<file path="config.mk">
export PLATFORM = sky130hd
export DESIGN_NAME = falu_top
export DESIGN_NICKNAME = d
export VERILOG_FILES = /design/src/design/falu_pkg.sv /design/src/design/falu_classify.sv /design/src/design/falu_exec.sv /design/src/design/falu_result_fifo.sv /design/src/design/falu_top.sv /design/src/design/falu_wb_bus.sv
export VERILOG_INCLUDE_DIRS = /design/src /design/src/design
export SDC_FILE = /design/constraint.sdc
export NUM_CORES = 1
export LEC_CHECK = 0
export ABC_CLOCK_PERIOD_IN_PS = 10100
export CORE_MARGIN = 10
export CORE_UTILIZATION = 53
export DETAILED_ROUTE_END_ITERATION = 12
export DONT_BUFFER_PORTS = 1
export GPL_TIMING_DRIVEN = 0
export PLACE_DENSITY = 0.8
export SLEW_MARGIN = 30
export SYNTH_ARGS = -nofsm -noshare
export SYNTH_HDL_FRONTEND = slang
export SYNTH_HIERARCHICAL = 1
export SYNTH_SLANG_ARGS = --single-unit
</file>
<file path="constraint.sdc">
create_clock -name forever_cpuclk -period 10.1 [get_ports forever_cpuclk]
set_input_delay 2.02 -clock forever_cpuclk [delete_from_list [all_inputs] [get_ports forever_cpuclk]]
set_output_delay 2.02 -clock forever_cpuclk [all_outputs]
set_load 0.01 [all_outputs]
</file>
<file path="src/design/falu_params.svh">
// ~~~~~~~~~~~~~~~~~~~~~~~~~~~~~~~~~~~~~~~~
// FALU constants
// Word layout, queue depth and operation codes
// ~~~~~~~~~~~~~~~~~~~~~~~~~~~~~~~~~~~~~~~~
`ifndef FALU_PARAMS_SVH
`define FALU_PARAMS_SVH

`define FALU_XLEN        32
`define FALU_EXP_W       8
`define FALU_FRAC_W      23
`define FALU_REG_W       5
`define FALU_FUNC_W      4
// Only NV (bit 4) is ever raised
`define FALU_FFLAG_W     5
`define FALU_FIFO_DEPTH  4

`define FALU_OP_FSGNJ    4'd0
`define FALU_OP_FSGNJN   4'd1
`define FALU_OP_FSGNJX   4'd2
`define FALU_OP_FMIN     4'd3
`define FALU_OP_FMAX     4'd4
`define FALU_OP_FEQ      4'd5
`define FALU_OP_FLT      4'd6
`define FALU_OP_FLE      4'd7
`define FALU_OP_FCLASS   4'd8
`define FALU_OP_FMV_X_W  4'd9
`define FALU_OP_FMV_W_X  4'd10

`define FALU_CANON_NAN   32'h7fc00000

`endif

</file>
<file path="src/design/falu_pkg.sv">
// ~~~~~~~~~~~~~~~~~~~~~~~~~~~~~~~~~~~~~~~~
// FALU types
// Single-precision word seen as raw bits or as IEEE fields
// ~~~~~~~~~~~~~~~~~~~~~~~~~~~~~~~~~~~~~~~~
`include "falu_params.svh"

package falu_pkg;

  typedef struct packed {
    logic                    sign;
    logic [`FALU_EXP_W-1:0]  exponent;
    logic [`FALU_FRAC_W-1:0] fraction;
  } fp_fields_t;

  // Raw view for moves and magnitude order, field view for classification
  typedef union packed {
    logic [`FALU_XLEN-1:0] bits;
    fp_fields_t            fields;
  } fp_word_u;

endpackage

</file>
<file path="src/design/falu_classify.sv">
// ~~~~~~~~~~~~~~~~~~~~~~~~~~~~~~~~~~~~~~~~
// FALU operand classifier
// Sorts one single-precision word into its IEEE categories
// ~~~~~~~~~~~~~~~~~~~~~~~~~~~~~~~~~~~~~~~~
`timescale 1ns/1ns
`include "falu_params.svh"

module falu_classify (
  input  falu_pkg::fp_word_u opnd,
  output logic               is_zero,
  output logic               is_subnorm,
  output logic               is_norm,
  output logic               is_inf,
  output logic               is_snan,
  output logic               is_qnan
);

  logic exp_zero;
  logic exp_ones;
  logic frac_zero;
  logic frac_msb;

  assign exp_zero  = ~|opnd.fields.exponent;
  assign exp_ones  = &opnd.fields.exponent;
  assign frac_zero = ~|opnd.fields.fraction;
  assign frac_msb  = opnd.fields.fraction[`FALU_FRAC_W-1];

  assign is_zero    = exp_zero & frac_zero;
  assign is_subnorm = exp_zero & ~frac_zero;
  assign is_norm    = ~exp_zero & ~exp_ones;
  assign is_inf     = exp_ones & frac_zero;

  // Quiet bit is the top fraction bit
  assign is_qnan = exp_ones & frac_msb;
  assign is_snan = exp_ones & ~frac_zero & ~frac_msb;

endmodule

</file>
<file path="src/design/falu_exec.sv">
// ~~~~~~~~~~~~~~~~~~~~~~~~~~~~~~~~~~~~~~~~
// FALU execution stage
// Sign injection, min/max, compares, class and moves
// Result and flags are held in one output register
// ~~~~~~~~~~~~~~~~~~~~~~~~~~~~~~~~~~~~~~~~
`timescale 1ns/1ns
`include "falu_params.svh"

module falu_exec (
  input  logic                     forever_cpuclk,
  input  logic                     reset,
  input  logic                     inst_vld,
  input  logic [`FALU_FUNC_W-1:0]  inst_func,
  input  logic [`FALU_REG_W-1:0]   inst_dst_reg,
  input  falu_pkg::fp_word_u       inst_srcf0,
  input  falu_pkg::fp_word_u       inst_srcf1,
  input  logic [`FALU_XLEN-1:0]    inst_srci,
  output logic                     inst_ready,
  output logic                     ex_vld,
  output falu_pkg::fp_word_u       ex_data,
  output logic [`FALU_REG_W-1:0]   ex_reg,
  output logic                     ex_wb_gpr,
  output logic [`FALU_FFLAG_W-1:0] ex_fflags,
  input  logic                     ex_ready
);

  import falu_pkg::*;

  localparam int CLASS_W = 10;

  logic               zero0, subn0, norm0, inf0, snan0, qnan0;
  logic               zero1, snan1, qnan1;
  logic               sign0, sign1;
  logic               nan0, nan1;
  logic               any_nan, any_snan;
  logic               mag_lt, mag_eq, ord_lt, both_zero;
  logic               feq, flt, fle;
  logic               is_max;
  logic [CLASS_W-1:0] class_mask;
  fp_word_u           minmax_res;
  fp_word_u           res_data;
  logic               res_nv;
  logic               res_gpr;
  logic               load;

  falu_classify u_class0 (
    .opnd       (inst_srcf0),
    .is_zero    (zero0),
    .is_subnorm (subn0),
    .is_norm    (norm0),
    .is_inf     (inf0),
    .is_snan    (snan0),
    .is_qnan    (qnan0)
  );

  falu_classify u_class1 (
    .opnd       (inst_srcf1),
    .is_zero    (zero1),
    .is_subnorm (),
    .is_norm    (),
    .is_inf     (),
    .is_snan    (snan1),
    .is_qnan    (qnan1)
  );

  assign sign0    = inst_srcf0.fields.sign;
  assign sign1    = inst_srcf1.fields.sign;
  assign nan0     = snan0 | qnan0;
  assign nan1     = snan1 | qnan1;
  assign any_nan  = nan0 | nan1;
  assign any_snan = snan0 | snan1;

  // Magnitudes order like unsigned integers once the sign is removed
  assign mag_lt = inst_srcf0.bits[`FALU_XLEN-2:0] < inst_srcf1.bits[`FALU_XLEN-2:0];
  assign mag_eq = inst_srcf0.bits[`FALU_XLEN-2:0] == inst_srcf1.bits[`FALU_XLEN-2:0];

  // Total order with -0 below +0
  assign ord_lt = (sign0 & ~sign1) | (~sign0 & ~sign1 & mag_lt) |
                  (sign0 & sign1 & ~mag_lt & ~mag_eq);

  // Compares treat the two zeros as equal
  assign both_zero = zero0 & zero1;
  assign feq = ~any_nan & ((inst_srcf0.bits == inst_srcf1.bits) | both_zero);
  assign flt = ~any_nan & ~both_zero & ord_lt;
  assign fle = flt | feq;

  assign class_mask = {qnan0, snan0,
                       ~sign0 & inf0, ~sign0 & norm0, ~sign0 & subn0, ~sign0 & zero0,
                       sign0 & zero0, sign0 & subn0, sign0 & norm0, sign0 & inf0};

  assign is_max = (inst_func == `FALU_OP_FMAX);

  always_comb begin
    if (nan0 & nan1) begin
      minmax_res.bits = `FALU_CANON_NAN;
    end else if (nan0) begin
      minmax_res = inst_srcf1;
    end else if (nan1) begin
      minmax_res = inst_srcf0;
    end else if (ord_lt ^ is_max) begin
      minmax_res = inst_srcf0;
    end else begin
      minmax_res = inst_srcf1;
    end
  end

  always_comb begin
    // FSGNJ unless decoded otherwise
    res_data             = inst_srcf0;
    res_data.fields.sign = sign1;
    res_nv               = 1'b0;
    res_gpr              = 1'b0;
    case (inst_func)
      `FALU_OP_FSGNJN: res_data.fields.sign = ~sign1;
      `FALU_OP_FSGNJX: res_data.fields.sign = sign0 ^ sign1;
      `FALU_OP_FMIN, `FALU_OP_FMAX: begin
        res_data = minmax_res;
        res_nv   = any_snan;
      end
      `FALU_OP_FEQ: begin
        res_data.bits = {{(`FALU_XLEN-1){1'b0}}, feq};
        res_nv        = any_snan;
        res_gpr       = 1'b1;
      end
      `FALU_OP_FLT: begin
        res_data.bits = {{(`FALU_XLEN-1){1'b0}}, flt};
        res_nv        = any_nan;
        res_gpr       = 1'b1;
      end
      `FALU_OP_FLE: begin
        res_data.bits = {{(`FALU_XLEN-1){1'b0}}, fle};
        res_nv        = any_nan;
        res_gpr       = 1'b1;
      end
      `FALU_OP_FCLASS: begin
        res_data.bits = {{(`FALU_XLEN-CLASS_W){1'b0}}, class_mask};
        res_gpr       = 1'b1;
      end
      `FALU_OP_FMV_X_W: begin
        res_data = inst_srcf0;
        res_gpr  = 1'b1;
      end
      `FALU_OP_FMV_W_X: res_data.bits = inst_srci;
      default: ;
    endcase
  end

  // Output register takes a new result when empty or draining
  assign load       = ~ex_vld | ex_ready;
  assign inst_ready = load;

  always_ff @(posedge forever_cpuclk) begin
    if (reset) begin
      ex_vld <= 1'b0;
    end else if (load) begin
      ex_vld <= inst_vld;
    end
  end

  always_ff @(posedge forever_cpuclk) begin
    if (load & inst_vld) begin
      ex_data   <= res_data;
      ex_reg    <= inst_dst_reg;
      ex_wb_gpr <= res_gpr;
      ex_fflags <= {res_nv, {(`FALU_FFLAG_W-1){1'b0}}};
    end
  end

endmodule

</file>
<file path="src/design/falu_result_fifo.sv">
// ~~~~~~~~~~~~~~~~~~~~~~~~~~~~~~~~~~~~~~~~
// FALU result queue
// Keeps finished results in issue order until writeback
// ~~~~~~~~~~~~~~~~~~~~~~~~~~~~~~~~~~~~~~~~
`timescale 1ns/1ns
`include "falu_params.svh"

module falu_result_fifo #(
  parameter int DEPTH = `FALU_FIFO_DEPTH
) (
  input  logic                     forever_cpuclk,
  input  logic                     reset,
  input  logic                     ex_vld,
  input  falu_pkg::fp_word_u       ex_data,
  input  logic [`FALU_REG_W-1:0]   ex_reg,
  input  logic                     ex_wb_gpr,
  input  logic [`FALU_FFLAG_W-1:0] ex_fflags,
  output logic                     ex_ready,
  output logic                     hd_vld,
  output falu_pkg::fp_word_u       hd_data,
  output logic [`FALU_REG_W-1:0]   hd_reg,
  output logic                     hd_wb_gpr,
  output logic [`FALU_FFLAG_W-1:0] hd_fflags,
  input  logic                     hd_pop
);

  import falu_pkg::*;

  localparam int AW = $clog2(DEPTH);

  fp_word_u                 mem_data   [DEPTH];
  logic [`FALU_REG_W-1:0]   mem_reg    [DEPTH];
  logic                     mem_gpr    [DEPTH];
  logic [`FALU_FFLAG_W-1:0] mem_fflags [DEPTH];
  logic [AW-1:0]            wr_ptr, rd_ptr;
  logic [AW:0]              count;
  logic                     full;
  logic                     push;

  // Depth is a power of two, so the top count bit means full
  assign full     = count[AW];
  assign ex_ready = ~full | hd_pop;
  assign push     = ex_vld & ex_ready;

  always_ff @(posedge forever_cpuclk) begin
    if (reset) begin
      wr_ptr <= '0;
      rd_ptr <= '0;
      count  <= '0;
    end else begin
      if (push) wr_ptr <= wr_ptr + 1'b1;
      if (hd_pop) rd_ptr <= rd_ptr + 1'b1;
      case ({push, hd_pop})
        2'b10:   count <= count + 1'b1;
        2'b01:   count <= count - 1'b1;
        default: ;
      endcase
    end
  end

  always_ff @(posedge forever_cpuclk) begin
    if (push) begin
      mem_data[wr_ptr]   <= ex_data;
      mem_reg[wr_ptr]    <= ex_reg;
      mem_gpr[wr_ptr]    <= ex_wb_gpr;
      mem_fflags[wr_ptr] <= ex_fflags;
    end
  end

  assign hd_vld    = (count != '0);
  assign hd_data   = mem_data[rd_ptr];
  assign hd_reg    = mem_reg[rd_ptr];
  assign hd_wb_gpr = mem_gpr[rd_ptr];
  assign hd_fflags = mem_fflags[rd_ptr];

endmodule

</file>
<file path="src/design/falu_top.sv">
// ~~~~~~~~~~~~~~~~~~~~~~~~~~~~~~~~~~~~~~~~
// FALU top
// Execution stage, result queue and writeback bus
// ~~~~~~~~~~~~~~~~~~~~~~~~~~~~~~~~~~~~~~~~
`timescale 1ns/1ns
`include "falu_params.svh"

module falu_top (
  input  logic                     forever_cpuclk,
  input  logic                     reset,
  input  logic                     inst_vld,
  input  logic [`FALU_FUNC_W-1:0]  inst_func,
  input  logic [`FALU_REG_W-1:0]   inst_dst_reg,
  input  falu_pkg::fp_word_u       inst_srcf0,
  input  falu_pkg::fp_word_u       inst_srcf1,
  input  logic [`FALU_XLEN-1:0]    inst_srci,
  output logic                     inst_ready,
  output logic                     fgpr_wb_vld,
  output logic [`FALU_REG_W-1:0]   fgpr_wb_reg,
  output logic [`FALU_XLEN-1:0]    fgpr_wb_data,
  input  logic                     fgpr_wb_grant,
  output logic                     wb_vld,
  output logic [`FALU_REG_W-1:0]   wb_preg,
  output logic [`FALU_XLEN-1:0]    wb_data,
  input  logic                     wb_grant,
  output logic [`FALU_FFLAG_W-1:0] wb_fflags,
  output logic                     wb_fflags_updt
);

  import falu_pkg::*;

  logic                     ex_vld;
  fp_word_u                 ex_data;
  logic [`FALU_REG_W-1:0]   ex_reg;
  logic                     ex_wb_gpr;
  logic [`FALU_FFLAG_W-1:0] ex_fflags;
  logic                     ex_ready;
  logic                     hd_vld;
  fp_word_u                 hd_data;
  logic [`FALU_REG_W-1:0]   hd_reg;
  logic                     hd_wb_gpr;
  logic [`FALU_FFLAG_W-1:0] hd_fflags;
  logic                     hd_pop;

  falu_exec u_exec (
    .forever_cpuclk (forever_cpuclk),
    .reset          (reset),
    .inst_vld       (inst_vld),
    .inst_func      (inst_func),
    .inst_dst_reg   (inst_dst_reg),
    .inst_srcf0     (inst_srcf0),
    .inst_srcf1     (inst_srcf1),
    .inst_srci      (inst_srci),
    .inst_ready     (inst_ready),
    .ex_vld         (ex_vld),
    .ex_data        (ex_data),
    .ex_reg         (ex_reg),
    .ex_wb_gpr      (ex_wb_gpr),
    .ex_fflags      (ex_fflags),
    .ex_ready       (ex_ready)
  );

  falu_result_fifo #(
    .DEPTH (`FALU_FIFO_DEPTH)
  ) u_fifo (
    .forever_cpuclk (forever_cpuclk),
    .reset          (reset),
    .ex_vld         (ex_vld),
    .ex_data        (ex_data),
    .ex_reg         (ex_reg),
    .ex_wb_gpr      (ex_wb_gpr),
    .ex_fflags      (ex_fflags),
    .ex_ready       (ex_ready),
    .hd_vld         (hd_vld),
    .hd_data        (hd_data),
    .hd_reg         (hd_reg),
    .hd_wb_gpr      (hd_wb_gpr),
    .hd_fflags      (hd_fflags),
    .hd_pop         (hd_pop)
  );

  falu_wb_bus u_wb_bus (
    .hd_vld         (hd_vld),
    .hd_data        (hd_data),
    .hd_reg         (hd_reg),
    .hd_wb_gpr      (hd_wb_gpr),
    .hd_fflags      (hd_fflags),
    .hd_pop         (hd_pop),
    .fgpr_wb_vld    (fgpr_wb_vld),
    .fgpr_wb_reg    (fgpr_wb_reg),
    .fgpr_wb_data   (fgpr_wb_data),
    .fgpr_wb_grant  (fgpr_wb_grant),
    .wb_vld         (wb_vld),
    .wb_preg        (wb_preg),
    .wb_data        (wb_data),
    .wb_grant       (wb_grant),
    .wb_fflags      (wb_fflags),
    .wb_fflags_updt (wb_fflags_updt)
  );

endmodule

</file>
<file path="src/design/falu_wb_bus.sv">
// ~~~~~~~~~~~~~~~~~~~~~~~~~~~~~~~~~~~~~~~~
// FALU writeback bus
// Steers the queue head to the float or integer port
// ~~~~~~~~~~~~~~~~~~~~~~~~~~~~~~~~~~~~~~~~
`timescale 1ns/1ns
`include "falu_params.svh"

module falu_wb_bus (
  input  logic                     hd_vld,
  input  falu_pkg::fp_word_u       hd_data,
  input  logic [`FALU_REG_W-1:0]   hd_reg,
  input  logic                     hd_wb_gpr,
  input  logic [`FALU_FFLAG_W-1:0] hd_fflags,
  output logic                     hd_pop,
  output logic                     fgpr_wb_vld,
  output logic [`FALU_REG_W-1:0]   fgpr_wb_reg,
  output logic [`FALU_XLEN-1:0]    fgpr_wb_data,
  input  logic                     fgpr_wb_grant,
  output logic                     wb_vld,
  output logic [`FALU_REG_W-1:0]   wb_preg,
  output logic [`FALU_XLEN-1:0]    wb_data,
  input  logic                     wb_grant,
  output logic [`FALU_FFLAG_W-1:0] wb_fflags,
  output logic                     wb_fflags_updt
);

  // Exactly one port sees the head
  assign fgpr_wb_vld  = hd_vld & ~hd_wb_gpr;
  assign wb_vld       = hd_vld & hd_wb_gpr;

  assign fgpr_wb_reg  = hd_reg;
  assign fgpr_wb_data = hd_data.bits;
  assign wb_preg      = hd_reg;
  assign wb_data      = hd_data.bits;

  // Pop on the grant of whichever port is requesting
  assign hd_pop = (fgpr_wb_vld & fgpr_wb_grant) | (wb_vld & wb_grant);

  assign wb_fflags_updt = hd_pop;
  assign wb_fflags      = hd_pop ? hd_fflags : '0;

endmodule

</file>
==> impl_metrics.json, run 1 <==
{
  "ant_nets": 0,
  "postSynthAreaPerCell_sq_um": 13.8,
  "power.density_nw_per_um2": 205,
  "layout_common_cells": "edfxtp_1, buf_4, nand2_1, inv_1, mux4_2",
  "place.gp.congestion": 0.952,
  "whs_path_depth": 0,
  "endpoint_kind": "primary output",
  "fin_setup_tns_ns": 0,
  "tritoncts.num_buffers": 23,
  "cp-start-kind": "register",
  "io_buffers": 0,
  "p_leak_nw": 4.40,
  "synthCells": 811,
  "grt_pass1_vias": 6949,
  "min_period_over_period_pct": 51.3,
  "cpPeakStageDelay_ns": 0.41,
  "clk_pin_slew_ns": 0.06,
  "grt_pass1_wl_microns": 41400,
  "relSlewSlack_pct": 38.3,
  "ios": 193,
  "hold_class": "reg2reg",
  "worstMarginPinSlew_ns": 0.924,
  "maxCapViolCount": 0,
  "arrival_ns": 3.16,
  "max_clock_freq_ghz": 0.193,
  "antenna_found_initial": 4,
  "cp_num_buf_inv": 3,
  "reg2reg_slack_ns": 6.33,
  "wl_per_cell_microns": 24.0,
  "vias_per_cell": 6.03,
  "finClkSkew_ns": 0.00793,
  "worst_skew_pair.late_latency_ns": 0.49,
  "ff2ff_path_depth": 14,
  "final_common_cell": "edfxtp_1",
  "crit_required_ns": 8.08,
  "hold_viol": 0,
  "place_worst_setup_slack_ns": 4.75,
  "hold_ws_ns": 0.498,
  "h-tree-depth": 1,
  "slowest_stage": "mux4_2",
  "dpl_cell_area_sq_um": 11700,
  "start_util_pct": 53.7,
  "area_growth_syn_to_layout_pct": 10.1,
  "first_pass_iters": 5,
  "initialDrtViolationCount": 632,
  "vias": 6869,
  "critPathTopFamily": "buffers and inverters",
  "synth_area_sq_um": 11200,
  "die_x_microns": 165,
  "max-vdd-ir-drop_uv": 89.5,
  "nets": 993,
  "clockBufferDepth": 3,
  "die_area_sq_um": 27400,
  "postCtsResizedCells": 0,
  "rr_endpoint": "u_fifo/count[2]$_SDFFE_PP0P_",
  "cts_tree": "done",
  "post-route-util_pct": 59.1,
  "fin_crit_ns": 5.18,
  "hold_end": "u_fifo/mem_reg[3][2]$_DFFE_PP_",
  "grt_max_degree": 40,
  "clkSinkCount": 221,
  "largest_reg_flops": 128,
  "final_cell_area_sq_um": 12300,
  "hp-start": "u_exec/ex_reg[2]$_DFFE_PP_",
  "status": "finished clean",
  "postCtsSetupBuffers": 0,
  "largest_register": "u_fifo/mem_data",
  "ys_warn_count": 6,
  "grt_overflow_total": 0,
  "critical_path_class": "reg2out",
  "routed_wl_microns": 27300,
  "cts.root.buffer_cell": "clkbuf_16",
  "rsz0062_at_grt": "false",
  "cp_cell_sequence": "clkbuf_1 > buf_2 > mux4_2 > mux2i_2 > nor2b_1 > nor2b_1 > inv_1 > nand2b_1",
  "hpwl_microns": 20200,
  "drive_above_1_share_pct": 22.7,
  "crit_top_cell": "nor2b_1",
  "layout_setup_ws_ns": 4.92,
  "drv_slew": 0,
  "core-area_sq_um": 20900,
  "rows": 53,
  "die_h_microns": 165,
  "largestRegisters": "u_fifo/mem_data: 128 flops, u_exec/ex_data: 32 flops",
  "grt.total_usage_pct": 19.8,
  "cp_max_fo": 10,
  "ctsHoldBuffers": 0,
  "finalSetupViolations": 0,
  "drc": 0
}
power breakdown:
part	switching, mW	internal [mW]	leakage, nW
combinational	0.337	0.349	2.04
sequential	0.0287	1.08	2.04
clock	0.316	0.420	0.325
worst max path at each step:
stage	from	to	slack, ns	cells after the start
2_1_floorplan	wb_grant	inst_ready	5.19	5
3_3_place_gp	inst_srcf0[13]	u_exec/ex_data[26]$_DFFE_PP_	4.62	8
3_5_place_dp	inst_srcf1[13]	u_exec/ex_data[26]$_DFFE_PP_	4.75	10
4_1_cts	register	inst_ready	4.86	8
5_1_grt	register	inst_ready	4.70	8
6_report	register	inst_ready	4.92	8
per-stage QoR:
stage               power [mW]  cells
global route              2.65   1137
floorplan                 1.69    814
detailed placement        1.82   1093
CTS                       2.56   1134
finish                    2.53   1139
global placement          1.81   1089
layer usage:
layer  track usage (%)  vias to the layer above  part of all wire (%)
met2              32.2                      320                    49
li1                  -                     3154                     -
met4              6.38                        0                   2.5
met1              24.7                     3343                    38
met5                 0                        -                     0
met3              6.32                       52                    11
layout make-up:
class                      count  area, sq um
antenna                        5         12.5
buffer                       114          822
clock buffer                  32          609
clock inverter                 9         42.5
fill                        1672         8540
inverter                      43          161
multi-input combinational    436         3740
sequential                   221         6540
tap                          275          344
timing repair buffer           4         80.1
worst reg2reg max path, stage by stage, from the launching register on:
cell and delay [ns]:
dfxtp_1 0.31, clkbuf_1 0.39, buf_2 0.39, mux4_2 0.42, mux2i_2 0.34, nor2b_1 0.19, nor2b_1 0.21, inv_1 0.15
nand2_1 0.10, ha_1 0.17, inv_1 0.06, fa_1 0.37, xor2_1 0.17, or3_1 0.30, a21oi_1 0.14
Power figures use the tool's default switching activity.
==> run 2, diff against run 1 <==
ABC_CLOCK_PERIOD_IN_PS = 4300   (was 10100)
PLACE_DENSITY = 0.83   (was 0.8)
clock period = 4.3 ns   (was 10.1 ns; I/O delays follow)
==> run 2 against run 1 <==
Clock power grew 140%. Sequential power increased by 130%. Largest power group unchanged. Register-to-register slack got worse by 5.8 ns. Utilization rose by 0.14 points. Sequential share of layout area decreased by 0.13 points. Critical path depth stayed put.
==> impl_metrics.json, run 2 (synthesis results as in run 1) <==
{
  "status": "finished clean",
  "antenna_found_initial": 3,
  "largest_reg_flops": 128,
  "stdcell_count": 1138,
  "grt_overflow_total": 0,
  "place.gp.congestion": 0.945,
  "io_buffers": 0,
  "ant_nets": 0,
  "p_leak_nw": 4.41,
  "cp_cell_sequence": "clkbuf_1 > buf_2 > mux4_2 > mux2i_2 > nor2b_1 > nor2b_1 > inv_1 > nand2b_1",
  "largestRegisters": "u_fifo/mem_data: 128 flops, u_exec/ex_data: 32 flops",
  "slowest_stage": "mux4_2",
  "hold_class": "in2reg",
  "reg2reg_slack_ns": 0.56,
  "rows": 53,
  "die_x_microns": 165,
  "cp_num_buf_inv": 3,
  "finalSetupViolations": 0,
  "vias": 6961,
  "arrival_ns": 3.11,
  "crit_required_ns": 3.44,
  "critPathTopFamily": "buffers and inverters",
  "hold_viol": 0,
  "clockBufferDepth": 3,
  "layout_common_cells": "edfxtp_1, buf_4, nand2_1, inv_1, mux4_2",
  "fillCellCount": 1626,
  "die_h_microns": 165,
  "hpwl_microns": 20200,
  "max_clock_freq_ghz": 0.252,
  "ctsHoldBuffers": 0,
  "postCtsResizedCells": 0,
  "whs_path_depth": 1,
  "finClkSkew_ns": 0.0194,
  "routed_wl_microns": 27600,
  "drv_slew": 0,
  "crit_cells": 8,
  "fin_crit_ns": 3.97,
  "clkSinkCount": 221,
  "power.density_nw_per_um2": 487,
  "post-route-util_pct": 59.2,
  "cp_max_fo": 10,
  "post-place-cells": 1093,
  "die_area_sq_um": 27400,
  "p_total_mw": 6.02,
  "grt_pass1_wl_microns": 41100,
  "drive_above_1_share_pct": 22.5,
  "ff2ff_path_depth": 14,
  "critical_path_class": "reg2out",
  "grt_max_degree": 40,
  "worstMarginPinSlew_ns": 0.991,
  "area_growth_syn_to_layout_pct": 10.4,
  "worst_skew_pair.late_latency_ns": 0.51,
  "hold_ws_ns": 0.425,
  "rsz0062_at_grt": "false",
  "grt.total_usage_pct": 19.8,
  "cpPeakStageDelay_ns": 0.40,
  "grt_pass1_vias": 6877,
  "drc": 0,
  "min_period_over_period_pct": 92.4,
  "initialDrtViolationCount": 675,
  "cts.root.buffer_cell": "clkbuf_16",
  "fin_setup_tns_ns": 0,
  "tritoncts.num_buffers": 23,
  "ios": 193,
  "final_common_cell": "edfxtp_1",
  "cp-start-kind": "register",
  "wl_per_cell_microns": 24.3,
  "cts_tree": "done",
  "clk_pin_slew_ns": 0.06,
  "crit_top_cell": "nor2b_1",
  "endpoint_kind": "primary output",
  "max-vdd-ir-drop_uv": 241,
  "start_util_pct": 53.7,
  "maxCapViolCount": 0,
  "vias_per_cell": 6.12,
  "postCtsSetupBuffers": 0,
  "largest_register": "u_fifo/mem_data",
  "h-tree-depth": 1,
  "core-area_sq_um": 20900,
  "first_pass_iters": 5,
  "relSlewSlack_pct": 33.5,
  "nets": 993
}
run 2: changes by cell type in the layout (fill, tap and decap cells not counted), sizes merged:
cell and change:
clkbuf -4, bufinv +1, clkinv +1, clkinvlp +1, diode -1, inv +1
run 2: final timing paths:
path                                start                               end
max                              register                        inst_ready
min                                 reset        u_exec/ex_vld$_SDFFE_PP0N_
max reg2reg                      register      u_fifo/count[2]$_SDFFE_PP0P_
min reg2reg  u_exec/ex_data[26]$_DFFE_PP_  u_fifo/mem_data[1][26]$_DFFE_PP_
run 2: final cells by class:
cell class,count,area [sq um],share of cell area [%]
well taps,275,344,2.78
plain buffers,114,822,6.64
multi-input cells,436,3740,30.2
flip-flops and latches,221,6540,52.8
clock buffers,28,594,4.80
clock inverters,13,90.1,0.728
diodes,4,10.0,0.0809
repair buffers,4,80.1,0.647
inverters,43,161,1.30
run 2: layer usage:
metal / vias up / wire length, microns / track usage [%] / share of wire (%)
li1: 3149 / - / - / -
met4: 0 / 801 / 6.70 / 2.9
met3: 61 / 3300 / 7.21 / 12
met1: 3391 / 10200 / 23.8 / 37
met5: - / 0 / 0 / 0
met2: 360 / 13400 / 32.7 / 48
run 2: power breakdown:
part | switching [mW] | internal [mW]
registers | 0.0674 | 2.53
logic | 0.803 | 0.821
clock network | 0.760 | 1.04
run 2: per-stage QoR:
step                setup WS [ns]  instance area, sq um
floorplan                   0.752                 11200
global placement           -0.395                 11600
detailed placement          0.122                 11700
CTS                         0.242                 12400
global route               0.0984                 12400
finish                      0.325                 12400
run 2: worst register-to-register path, delay by kind of cell (launching register included):
kind	cells	cell delay, ns
buffers and inverters	4	0.96
AOI/OAI and AO/OA	1	0.15
xor gates and xnor gates	1	0.18
muxes	2	0.74
and+or+nand+nor	4	0.81
DFF	1	0.30
adders and majority gates	2	0.55
